<file path="src/hdl/isa_pkg.sv">
package isa_pkg;

    typedef enum logic [6:0] {
        LOAD   = 7'b0000011,
        FENCE  = 7'b0001111,
        STORE  = 7'b0100011,
        BRANCH = 7'b1100011,
        JALR   = 7'b1100111,
        JAL    = 7'b1101111,
        SYSTEM = 7'b1110011
    } opcode_t;

    typedef enum logic [2:0] {
        LB  = 3'b000,
        LH  = 3'b001,
        LW  = 3'b010,
        LBU = 3'b100,
        LHU = 3'b101
    } load_funct3_t;

    typedef enum logic [2:0] {
        SB = 3'b000,
        SH = 3'b001,
        SW = 3'b010
    } store_funct3_t;

    localparam logic [2:0] FUNCT3_FENCEI = 3'b001;
    localparam logic [11:0] IMM_MRET = 12'h302;

    typedef struct packed {
        logic [11:0] imm;
        logic [4:0]  rs1;
        logic [2:0]  funct3;
        logic [4:0]  rd;
        logic [6:0]  opcode;
    } i_fields_t;

    // Branches reuse this layout, their offset bits sit where the store immediate does.
    typedef struct packed {
        logic [6:0] imm_hi;
        logic [4:0] rs2;
        logic [4:0] rs1;
        logic [2:0] funct3;
        logic [4:0] imm_lo;
        logic [6:0] opcode;
    } s_fields_t;

    typedef union packed {
        i_fields_t i_type;
        s_fields_t s_type;
    } instr_u;

endpackage

</file>
<file path="src/hdl/trap_pkg.sv">
package trap_pkg;

    localparam int XLEN = 32;

    typedef enum logic [2:0] {
        NONE                   = 3'd0,
        FENCEI                 = 3'd1,
        MRET                   = 3'd2,
        EBREAK                 = 3'd3,
        ECALL                  = 3'd4,
        MISALIGNED_INSTRUCTION = 3'd5,
        MISALIGNED_LOAD        = 3'd6,
        MISALIGNED_STORE       = 3'd7
    } trap_kind_t;

    // In ID addr is the branch target, from EX on it is the computed address.
    typedef struct packed {
        logic            valid;
        logic [XLEN-1:0] pc;
        logic [6:0]      opcode;
        logic [2:0]      funct3;
        logic [11:0]     imm;
        logic            predicted;
        logic [XLEN-1:0] addr;
    } stage_rec_t;

    typedef struct packed {
        logic            pending;
        trap_kind_t      kind;
        logic [XLEN-1:0] epc;
        logic [XLEN-1:0] tval;
    } trap_rec_t;

endpackage

</file>
<file path="src/hdl/instr_decode.sv">
`timescale 1ns/1ps

module instr_decode (
    input  logic [31:0]          instr,
    input  logic [31:0]          pc,
    input  logic                 predict_taken,
    output trap_pkg::stage_rec_t id_rec
);

    isa_pkg::instr_u word;
    logic [12:0] b_offset;
    logic [11:0] j_imm;
    logic [31:0] b_target;

    assign word = instr;

    // B-type offset rebuilt from the S-type field positions.
    assign b_offset = {
        word.s_type.imm_hi[6],
        word.s_type.imm_lo[0],
        word.s_type.imm_hi[5:0],
        word.s_type.imm_lo[4:1],
        1'b0
    };

    // Low twelve bits of the J-type offset, taken from the I-type immediate field.
    assign j_imm = {word.i_type.imm[0], word.i_type.imm[10:1], 1'b0};

    assign b_target = pc + {{19{b_offset[12]}}, b_offset};

    always_comb begin
        id_rec = '0;
        id_rec.pc = pc;
        id_rec.opcode = word.i_type.opcode;
        id_rec.funct3 = word.i_type.funct3;
        id_rec.imm = word.i_type.imm;
        id_rec.predicted = predict_taken;
        case (word.i_type.opcode)
            isa_pkg::LOAD, isa_pkg::JALR, isa_pkg::FENCE, isa_pkg::SYSTEM: begin
                id_rec.valid = 1'b1;
            end
            isa_pkg::STORE: begin
                id_rec.valid = 1'b1;
                id_rec.imm = {word.s_type.imm_hi, word.s_type.imm_lo};
            end
            isa_pkg::BRANCH: begin
                id_rec.valid = 1'b1;
                id_rec.imm = b_offset[11:0];
                id_rec.addr = b_target;
            end
            isa_pkg::JAL: begin
                id_rec.valid = 1'b1;
                id_rec.imm = j_imm;
            end
            default: begin
                id_rec.valid = 1'b0; // Anything else passes through as a bubble.
            end
        endcase
    end

endmodule

</file>
<file path="src/hdl/addr_execute.sv">
`timescale 1ns/1ps

module addr_execute (
    input  logic                 clk,
    input  logic                 reset,
    input  logic                 advance,
    input  trap_pkg::stage_rec_t id_rec,
    input  logic [31:0]          rs1_data,
    output trap_pkg::stage_rec_t ex_rec,
    output trap_pkg::stage_rec_t mem_rec
);

    trap_pkg::stage_rec_t ex_reg;
    logic [31:0] ex_rs1;
    logic [31:0] imm_ext;

    assign imm_ext = {{20{ex_reg.imm[11]}}, ex_reg.imm};

    always_comb begin
        ex_rec = ex_reg;
        case (ex_reg.opcode)
            isa_pkg::LOAD, isa_pkg::STORE, isa_pkg::JALR: begin
                ex_rec.addr = ex_rs1 + imm_ext;
            end
            isa_pkg::JAL: begin
                ex_rec.addr = ex_reg.pc + imm_ext;
            end
            default: begin
                ex_rec.addr = ex_reg.addr; // Branch target from ID stays as it is.
            end
        endcase
    end

    always_ff @(posedge clk or posedge reset) begin
        if (reset) begin
            ex_reg <= '0;
            mem_rec <= '0;
        end else if (advance) begin
            ex_reg <= id_rec;
            mem_rec <= ex_rec;
        end
    end

    always_ff @(posedge clk) begin
        if (advance) begin
            ex_rs1 <= rs1_data;
        end
    end

endmodule

</file>
<file path="src/hdl/exception_detector.sv">
`timescale 1ns/1ps

module exception_detector (
    input  logic                 clk,
    input  logic                 reset,
    input  logic                 advance,
    input  trap_pkg::stage_rec_t id_rec,
    input  trap_pkg::stage_rec_t ex_rec,
    input  trap_pkg::stage_rec_t mem_rec,
    output logic                 trapped,
    output trap_pkg::trap_kind_t trap_kind,
    output logic [31:0]          trap_epc,
    output logic [31:0]          trap_tval
);

    trap_pkg::trap_kind_t id_kind;
    trap_pkg::trap_kind_t ex_kind;
    trap_pkg::trap_kind_t mem_kind;
    trap_pkg::trap_kind_t next_kind;
    logic [31:0] next_epc;
    logic [31:0] next_tval;

    function automatic trap_pkg::trap_kind_t classify_id(input trap_pkg::stage_rec_t rec);
        trap_pkg::trap_kind_t kind;
        kind = trap_pkg::NONE;
        if (rec.valid) begin
            case (rec.opcode)
                isa_pkg::FENCE: begin
                    if (rec.funct3 == isa_pkg::FUNCT3_FENCEI) begin
                        kind = trap_pkg::FENCEI;
                    end
                end
                isa_pkg::SYSTEM: begin
                    if (rec.funct3 == 3'b000) begin
                        if (rec.imm == isa_pkg::IMM_MRET) begin
                            kind = trap_pkg::MRET;
                        end else if (rec.imm[0]) begin
                            kind = trap_pkg::EBREAK;
                        end else if (rec.imm == 12'h000) begin
                            kind = trap_pkg::ECALL;
                        end
                    end
                end
                isa_pkg::BRANCH: begin
                    if (rec.predicted && rec.addr[1:0] != 2'b00) begin
                        kind = trap_pkg::MISALIGNED_INSTRUCTION;
                    end
                end
                default: begin
                    kind = trap_pkg::NONE;
                end
            endcase
        end
        return kind;
    endfunction

    // EX and MEM apply the same alignment rules to the computed address.
    function automatic trap_pkg::trap_kind_t classify_addr(input trap_pkg::stage_rec_t rec);
        trap_pkg::trap_kind_t kind;
        kind = trap_pkg::NONE;
        if (rec.valid) begin
            case (rec.opcode)
                isa_pkg::LOAD: begin
                    if ((rec.funct3 == isa_pkg::LH || rec.funct3 == isa_pkg::LHU) && rec.addr[0])
                        kind = trap_pkg::MISALIGNED_LOAD;
                    else if (rec.funct3 == isa_pkg::LW && rec.addr[1:0] != 2'b00)
                        kind = trap_pkg::MISALIGNED_LOAD;
                end
                isa_pkg::STORE: begin
                    if (rec.funct3 == isa_pkg::SH && rec.addr[0])
                        kind = trap_pkg::MISALIGNED_STORE;
                    else if (rec.funct3 == isa_pkg::SW && rec.addr[1:0] != 2'b00)
                        kind = trap_pkg::MISALIGNED_STORE;
                end
                isa_pkg::JAL, isa_pkg::JALR: begin
                    if (rec.addr[1:0] != 2'b00) begin
                        kind = trap_pkg::MISALIGNED_INSTRUCTION;
                    end
                end
                default: begin
                    kind = trap_pkg::NONE;
                end
            endcase
        end
        return kind;
    endfunction

    assign id_kind = classify_id(id_rec);
    assign ex_kind = classify_addr(ex_rec);
    assign mem_kind = classify_addr(mem_rec);

    always_comb begin
        next_kind = trap_pkg::NONE;
        next_epc = '0;
        next_tval = '0;
        if (mem_kind != trap_pkg::NONE) begin // The oldest instruction wins.
            next_kind = mem_kind;
            next_epc = mem_rec.pc;
            next_tval = mem_rec.addr;
        end else if (ex_kind != trap_pkg::NONE) begin
            next_kind = ex_kind;
            next_epc = ex_rec.pc;
            next_tval = ex_rec.addr;
        end else if (id_kind != trap_pkg::NONE) begin
            next_kind = id_kind;
            next_epc = id_rec.pc;
            if (id_kind == trap_pkg::MISALIGNED_INSTRUCTION) begin
                next_tval = id_rec.addr;
            end
        end
    end

    always_ff @(posedge clk or posedge reset) begin
        if (reset) begin
            trapped <= 1'b0;
            trap_kind <= trap_pkg::NONE;
        end else if (advance) begin
            trapped <= (next_kind != trap_pkg::NONE);
            trap_kind <= next_kind;
        end
    end

    always_ff @(posedge clk) begin
        if (advance) begin
            trap_epc <= next_epc;
            trap_tval <= next_tval;
        end
    end

endmodule

</file>
<file path="src/hdl/trap_csr.sv">
`timescale 1ns/1ps

module trap_csr #(
    parameter int APB_ADDR_WIDTH = 4
) (
    input  logic                      clk,
    input  logic                      reset,
    input  logic                      trapped,
    input  trap_pkg::trap_kind_t      trap_kind,
    input  logic [31:0]               trap_epc,
    input  logic [31:0]               trap_tval,
    input  logic [APB_ADDR_WIDTH-1:0] paddr,
    input  logic                      psel,
    input  logic                      penable,
    input  logic                      pwrite,
    input  logic [31:0]               pwdata,
    output logic [31:0]               prdata,
    output logic                      pready,
    output logic                      pslverr,
    output logic                      trap_pending
);

    localparam logic [APB_ADDR_WIDTH-1:0] STATUS_ADDR = APB_ADDR_WIDTH'(4'h0);
    localparam logic [APB_ADDR_WIDTH-1:0] EPC_ADDR = APB_ADDR_WIDTH'(4'h4);
    localparam logic [APB_ADDR_WIDTH-1:0] TVAL_ADDR = APB_ADDR_WIDTH'(4'h8);

    trap_pkg::trap_rec_t rec;
    logic access;
    logic addr_ok;
    logic clear;

    assign access = psel && penable;
    assign addr_ok = (paddr == STATUS_ADDR) || (paddr == EPC_ADDR) || (paddr == TVAL_ADDR);
    assign clear = access && pwrite && (paddr == STATUS_ADDR) && pwdata[0];

    assign pready = 1'b1; // No wait states.
    assign pslverr = access && !addr_ok;
    assign trap_pending = rec.pending;

    always_comb begin
        case (paddr)
            STATUS_ADDR: prdata = {28'h0, rec.kind, rec.pending};
            EPC_ADDR:    prdata = rec.epc;
            TVAL_ADDR:   prdata = rec.tval;
            default:     prdata = 32'h0;
        endcase
    end

    // Only the first trap is kept, later ones are dropped until software clears it.
    always_ff @(posedge clk or posedge reset) begin
        if (reset) begin
            rec <= '0;
        end else if (clear) begin
            rec.pending <= 1'b0;
        end else if (trapped && !rec.pending) begin
            rec.pending <= 1'b1;
            rec.kind <= trap_kind;
            rec.epc <= trap_epc;
            rec.tval <= trap_tval;
        end
    end

endmodule

</file>
<file path="src/hdl/trap_pipeline.sv">
`timescale 1ns/1ps

module trap_pipeline #(
    parameter int APB_ADDR_WIDTH = 4
) (
    input  logic                      clk,
    input  logic                      reset,
    input  logic                      advance,
    input  logic [31:0]               instr,
    input  logic [31:0]               pc,
    input  logic [31:0]               rs1_data,
    input  logic                      predict_taken,
    input  logic [APB_ADDR_WIDTH-1:0] paddr,
    input  logic                      psel,
    input  logic                      penable,
    input  logic                      pwrite,
    input  logic [31:0]               pwdata,
    output logic [31:0]               prdata,
    output logic                      pready,
    output logic                      pslverr,
    output logic                      trapped,
    output trap_pkg::trap_kind_t      trap_kind,
    output logic                      trap_pending
);

    trap_pkg::stage_rec_t id_rec;
    trap_pkg::stage_rec_t ex_rec;
    trap_pkg::stage_rec_t mem_rec;
    logic [31:0] trap_epc;
    logic [31:0] trap_tval;

    instr_decode instr_decode_inst (
        .instr(instr),
        .pc(pc),
        .predict_taken(predict_taken),
        .id_rec(id_rec)
    );

    addr_execute addr_execute_inst (
        .clk(clk),
        .reset(reset),
        .advance(advance),
        .id_rec(id_rec),
        .rs1_data(rs1_data),
        .ex_rec(ex_rec),
        .mem_rec(mem_rec)
    );

    exception_detector exception_detector_inst (
        .clk(clk),
        .reset(reset),
        .advance(advance),
        .id_rec(id_rec),
        .ex_rec(ex_rec),
        .mem_rec(mem_rec),
        .trapped(trapped),
        .trap_kind(trap_kind),
        .trap_epc(trap_epc),
        .trap_tval(trap_tval)
    );

    trap_csr #(
        .APB_ADDR_WIDTH(APB_ADDR_WIDTH)
    ) trap_csr_inst (
        .clk(clk),
        .reset(reset),
        .trapped(trapped),
        .trap_kind(trap_kind),
        .trap_epc(trap_epc),
        .trap_tval(trap_tval),
        .paddr(paddr),
        .psel(psel),
        .penable(penable),
        .pwrite(pwrite),
        .pwdata(pwdata),
        .prdata(prdata),
        .pready(pready),
        .pslverr(pslverr),
        .trap_pending(trap_pending)
    );

endmodule

</file>
<file path="config.mk">
export PLATFORM = sky130hd
export DESIGN_NAME = trap_pipeline
export DESIGN_NICKNAME = d
export VERILOG_FILES = /design/src/hdl/isa_pkg.sv /design/src/hdl/trap_pkg.sv /design/src/hdl/instr_decode.sv /design/src/hdl/addr_execute.sv /design/src/hdl/exception_detector.sv /design/src/hdl/trap_csr.sv /design/src/hdl/trap_pipeline.sv
export SDC_FILE = /design/constraint.sdc
export NUM_CORES = 1
export LEC_CHECK = 0
export BUFFER_PORTS_ARGS = -buffer_cell sky130_fd_sc_hd__buf_2
export CORE_MARGIN = 2
export CORE_UTILIZATION = 30
export CTS_CLUSTER_SIZE = 12
export DETAILED_ROUTE_END_ITERATION = 16
export PLACE_DENSITY = 0.48
export REMOVE_ABC_BUFFERS = 1
export SLEW_MARGIN = 10
export SYNTH_ARGS = -nofsm -noshare
export SYNTH_HDL_FRONTEND = slang
export SYNTH_SLANG_ARGS = --single-unit
</file>
<file path="constraint.sdc">
create_clock -name clk -period 17.5 [get_ports clk]
set_input_delay 3.5 -clock clk [delete_from_list [all_inputs] [get_ports clk]]
set_output_delay 3.5 -clock clk [all_outputs]
set_load 0.02 [all_outputs]
</file>
## After elaboration in Yosys (flattened, before gate mapping)

Cells that the tools add are included.

| cells by class | value |
|---|---|
| $add $sub $neg | 3 |
| equal/unequal tests | 26 |
| mux-type cells | 39 |
| bitwise operators | 1 |
| reductions and logical operators | 35 |

Operator list:

| kind | count |
|---|---|
| $mux W32 | 8 |
| $add A32 B32 Y32 | 3 |
| $pmux W32 S3 | 1 |
| $mux W68 | 1 |
| $pmux W32 S2 | 1 |
| $mux W3 | 21 |
| $eq A7 B7 Y1 const B | 8 |
| $pmux W12 S3 | 1 |
| $pmux W3 S3 | 3 |
| $eq A7 B2 Y1 const B | 3 |
| $eq A7 B6 Y1 const B | 3 |
| $logic_and A1 B1 Y1 | 13 |
| $eq A12 B10 Y1 const B | 1 |
| $logic_not A12 Y1 | 1 |
| $reduce_bool A3 Y1 | 4 |
| $eq A3 B1 Y1 const B | 3 |
| $eq A3 B3 Y1 const B | 3 |
| $reduce_bool A2 Y1 | 4 |
| $eq A7 B4 Y1 const B | 1 |
| $reduce_or A7 Y1 | 1 |
| $eq A3 B2 Y1 const B | 2 |
| $eq A4 B3 Y1 const B | 1 |
| $eq A4 B4 Y1 const B | 1 |
| $logic_not A4 Y1 | 1 |
| 8 further kinds | 15 |

| word-level totals | value |
|---|---|
| register bits | 330 |
| output and inout port bits | 39 |
| word-level logic and storage cells | 124 |

## Logic depth before layout (Yosys ltp)

| logic depth | value |
|---|---|
| word-level depth | 14 |
| gate-level depth with buffers | 17 |
| gate-level depth less buffers | 15 |

## Hierarchy

From an unflattened synthesis, not the netlist that was laid out.

| second synthesis, totals | value |
|---|---|
| cell total of the unflattened synthesis | 1786 |
| area total of the unflattened synthesis | 19547.5 um^2 |

By module, submodules not included:

| module | times used | cells each | area an instance (um^2) | seq. area each (um^2) |
|---|---|---|---|---|
| addr_execute | 1 | 838 | 10297.4 | 5365.1 |
| exception_detector | 1 | 402 | 4012.6 | 2021.9 |
| trap_csr | 1 | 198 | 2952.8 | 1701.6 |
| instr_decode | 1 | 348 | 2284.7 | 0.0 |

## Worst setup path after synthesis

No wires, ideal clock.

| timing path | value |
|---|---|
| kind | input -> output |
| start point | input paddr[2] |
| end point | output prdata[0] |
| arrival | 4.912 ns |
| required time | 14.000 ns |
| slack | 9.088 ns |
| stages on the path | 5 |
| cell sequence | clkbuf_1 -> nor4b_1 -> clkbuf_1 -> nand2_1 -> o21ai_0 |

| between the ends | value |
|---|---|
| longest elaborated chain between the ends | 2 |
| elaborated cells between the ends (all ways) | 4 |
| classes of those cells | eq/ne: 2; mux: 1; reduce/logical: 1 |

Ends and longest elaborated chain:

| item | line | source |
|---|---|---|
| start, declared | trap_pipeline.sv:13 | `input logic [APB_ADDR_WIDTH-1:0] paddr,` |
| $eq A4 B4 Y1 (tied with other cells) | trap_csr.sv:41 | `case (paddr)` |
| $pmux W32 S3 (*) | trap_csr.sv:41 |  |
| end, declared | trap_pipeline.sv:18 | `output logic [31:0] prdata,` |

Mark *: on every way between the ends. The rest lies on a longest branch, timed or not.

## Worst setup path in the final report

| timing path | value |
|---|---|
| start point | input paddr[1] |
| end point | output prdata[11] |

Same word-level chain as after synthesis.

==> flow_metrics.tcl <==
set metrics [dict create \
    p_clk_share_pct 42.6 \
    r2r_cells 12 \
    grt_pass1_wl_mm 78.52 \
    num_rows 88 \
    ys_ff_latch 330 \
    synth_warnings 0 \
    fin_crit_sh_pct 48.55 \
    whs_ns 0.4735 \
    ys_seq_area_share_pct 49.85 \
    antenna_found_initial 4 \
    syn_inst 1584 \
    synth.most_common_cell "dfrtp_1" \
    drcViolationCount 0 \
    setup_viol 0 \
    slew_headroom_pct 30.24 \
    fmax_ghz 0.1177 \
    rrSetupSlack_ns 12.17 \
    met1_length_mm 24.27 \
    rsz0062_at_grt "no" \
    grt_start_max_net_pins 113 \
    ys_top_cells_by_area "dfrtp_1 33%, edfxtp_1 16%, mux2_2 13%" \
    dr.pass1.iters 6 \
    tightest_slew_ns 1.046 \
    crit_path_end "prdata[11]" \
    switchingPower_uw 536.6 \
    ys_dominant_reg_cell "dfrtp_1" \
    overflow 0 \
    first_iter_violations 804 \
    die_x_um 245.7 \
    numCtsBuffers 41 \
    status "finished clean" \
    die-area_sq_um 60380 \
    port_buffers 140 \
    synth_edf_count 96 \
    hold_viol 0 \
    netSwitchingFraction_pct 26.08 \
    nets 1903 \
    cts_tree "yes" \
    multiInputGateArea_sq_um 8328 \
    place_inst 2423 \
    crit_type "input pin to output pin" \
    syn_to_final_growth_pct 16.53 \
    p_seq_share_pct 43.0 \
    worstHoldStart "exception_detector_inst.trap_epc[6]" \
    largest_register_ffs 75 \
    drive_gt1_share_pct 26.04 \
    cts.hold.buffers_added 0 \
    internal_power_uw 1521 \
    gp_congestion 0.8862 \
    yosysUniqueCellTypes 78 \
    top_layer_used "met5" \
    vias 12990 \
    core_sq_um 57700 \
    regMostFlops "addr_execute_inst.mem_rec" \
    p_leak_uw 0.008757 \
    power_uw 2058 \
    arrival_ns 5.00 \
    cts-htree-levels 2 \
    setup.worst_path.start "paddr[1]" \
    slew_viol_final 0 \
    synth_top_cell_by_area "dfrtp_1" \
    cpPeakStageDelay_ns 0.43 \
    worst_slack_ns 9.003 \
    syn_avg_cell_area_sq_um 11.07 \
    first_global_vias 12990 \
    dp_slack_ns 8.996 \
    rr_startpoint "addr_execute_inst.ex_rec[52]" \
    die_y_um 245.7 \
    synth_common_cells "234 x dfrtp_1, 206 x mux2_2, 176 x nor2_1" \
    dpl.hpwl_mm 34.12 \
    power_frac_comb_pct 14.4 \
    fin_crit_ns 8.497 \
    synthDominantCellAreaShare_pct 33.40 \
    synthArstFlopShare_pct 70.91 \
    wl_met3_mm 2.322 \
    power_per_cell_area_nw_per_um2 100.7 \
    initial_core_util_pct 30.38 \
    routedWlPerCell_um 20.60 \
    cp_slowest_cell "buf_4" \
    start_kind "input pin" \
    ctsResizeCount 0 \
    wl_met2_mm 23.87 \
    worst_path_most_repeated_cell "buf_2" \
    clk_latency_ns 0.57 \
    clock_path_buffers 3 \
    cp.depth 6 \
    cp_num_buf_inv 3 \
    worstPathRequired_ns 14.00 \
    io_pins 178 \
    rr_endpoint "exception_detector_inst.trap_tval[16]" \
    viasPerCell 5.201 \
    ff_latch_area_sq_um 8738 \
    hp-class "flip-flop to flip-flop" \
    detail-route-antenna-nets 0 \
    post-cts-setup-buffers 0 \
    irDropWorstVdd_v 0.00006377 \
    setup_tns_ns 0 \
    crit_fanout 28 \
    root_buffer "clkbuf_16" \
    cap_violations 0 \
    n_fill_cell 5765 \
    syn_area_sq_um 17530 \
    stdcell_count 2498 \
    clk_pin_slew_ns 0.05 \
    wirelength_mm 51.45 \
    grt.total_usage_pct 17.04 \
    crit_family "buffers and inverters" \
    crit_chain "buf_2 -> nor3_1 -> and2_1 -> buf_4 -> a22o_1 -> buf_2" \
    skew_ns 0.02787 \
    cts_sinks 330 \
    endpoint_kind "output pin" \
]
[power by group through the flow]
stage          clock network (uW)  registers (uW)  logic, uW
4_1_cts                       909             885        298
6_report                      877             885        296
5_1_grt                       933             892        329
3_3_place_gp                    0             897        292
2_1_floorplan                   0             888        204
3_5_place_dp                    0             900        296
[routing by layer]
layer	GRT usage, %	vias to the layer above
met2	27.73	288
met4	4.171	2
li1	-	6151
met3	2.859	60
met1	23.53	6491
met5	0	-
[kinds of logic (layout without fill, tap and decap cells)]
kind of cell / after synthesis / in the layout / share of synthesized area [%]
AO/OA/AOI/OAI: 399 / 399 / 15.84
XOR/XNOR: 46 / 46 / 2.298
adder cells (fa/ha/maj): 63 / 63 / 4.582
buffers and inverters: 126 / 274 / 2.884
flip-flops: 330 / 330 / 49.85
multiplexers: 220 / 220 / 14.03
other: 1 / 2 / 0.02139
AND/OR/NAND/NOR: 399 / 399 / 10.49
[how the worst min path moves through the flow]
| stage | endpoint | slack [ns] | cells past startpoint |
|---|---|---|---|
| floorplan | addr_execute_inst.ex_reg[15] | 0.45 | 2 |
| global placement | trap_csr_inst.rec[45] | 0.46 | 1 |
| detailed placement | trap_csr_inst.rec[13] | 0.46 | 1 |
| CTS | trap_csr_inst.rec[4] | 0.48 | 1 |
| global route | trap_csr_inst.rec[38] | 0.49 | 1 |
| finish | trap_csr_inst.rec[38] | 0.47 | 1 |
[worst reg2reg max path: cells and delay by family (launching register included)]
| family | cells | cell delay [ns] |
|---|---|---|
| buffers and inverters | 2 | 1.11 |
| adders and majority gates | 2 | 0.81 |
| and+or+nand+nor | 5 | 1.49 |
| AOI/OAI and AO/OA | 2 | 0.75 |
| DFF | 1 | 0.43 |
| muxes | 1 | 0.44 |
[layout make-up]
type                    count  area share [%]
flip-flops and latches    330           42.78
multi-input cells        1128           40.77
clock buffers              56           5.605
well taps                 765           4.686
repair buffers            160           4.214
clock inverters            18           1.164
inverters                  40          0.7718
diodes                      1         0.01225
[per-stage QoR]
stage	util, %	cell area [sq um]
CTS	35.40	20420
global route	35.40	20420
detailed placement	33.00	19040
finish	35.41	20430
global placement	33.00	19040
floorplan	-	17170
[cells in the final DEF (no fill, tap or decap), types with 23 or more instances in the layout]
| cell type | instances |
|---|---|
| buf_2 | 139 |
| edfxtp_1 | 96 |
| clkbuf_16 | 43 |
| nor2_1 | 176 |
| ha_1 | 61 |
| a22o_1 | 28 |
| nand3_1 | 35 |
| xnor2_1 | 27 |
| a31oi_1 | 27 |
| nor3_1 | 23 |
| a221oi_1 | 37 |
| inv_1 | 39 |
| a21oi_1 | 88 |
| nand2_1 | 82 |
| dfrtp_1 | 234 |
| o21ai_0 | 67 |
| mux2_2 | 206 |
Note: power is estimated with default switching activity, not from simulation.
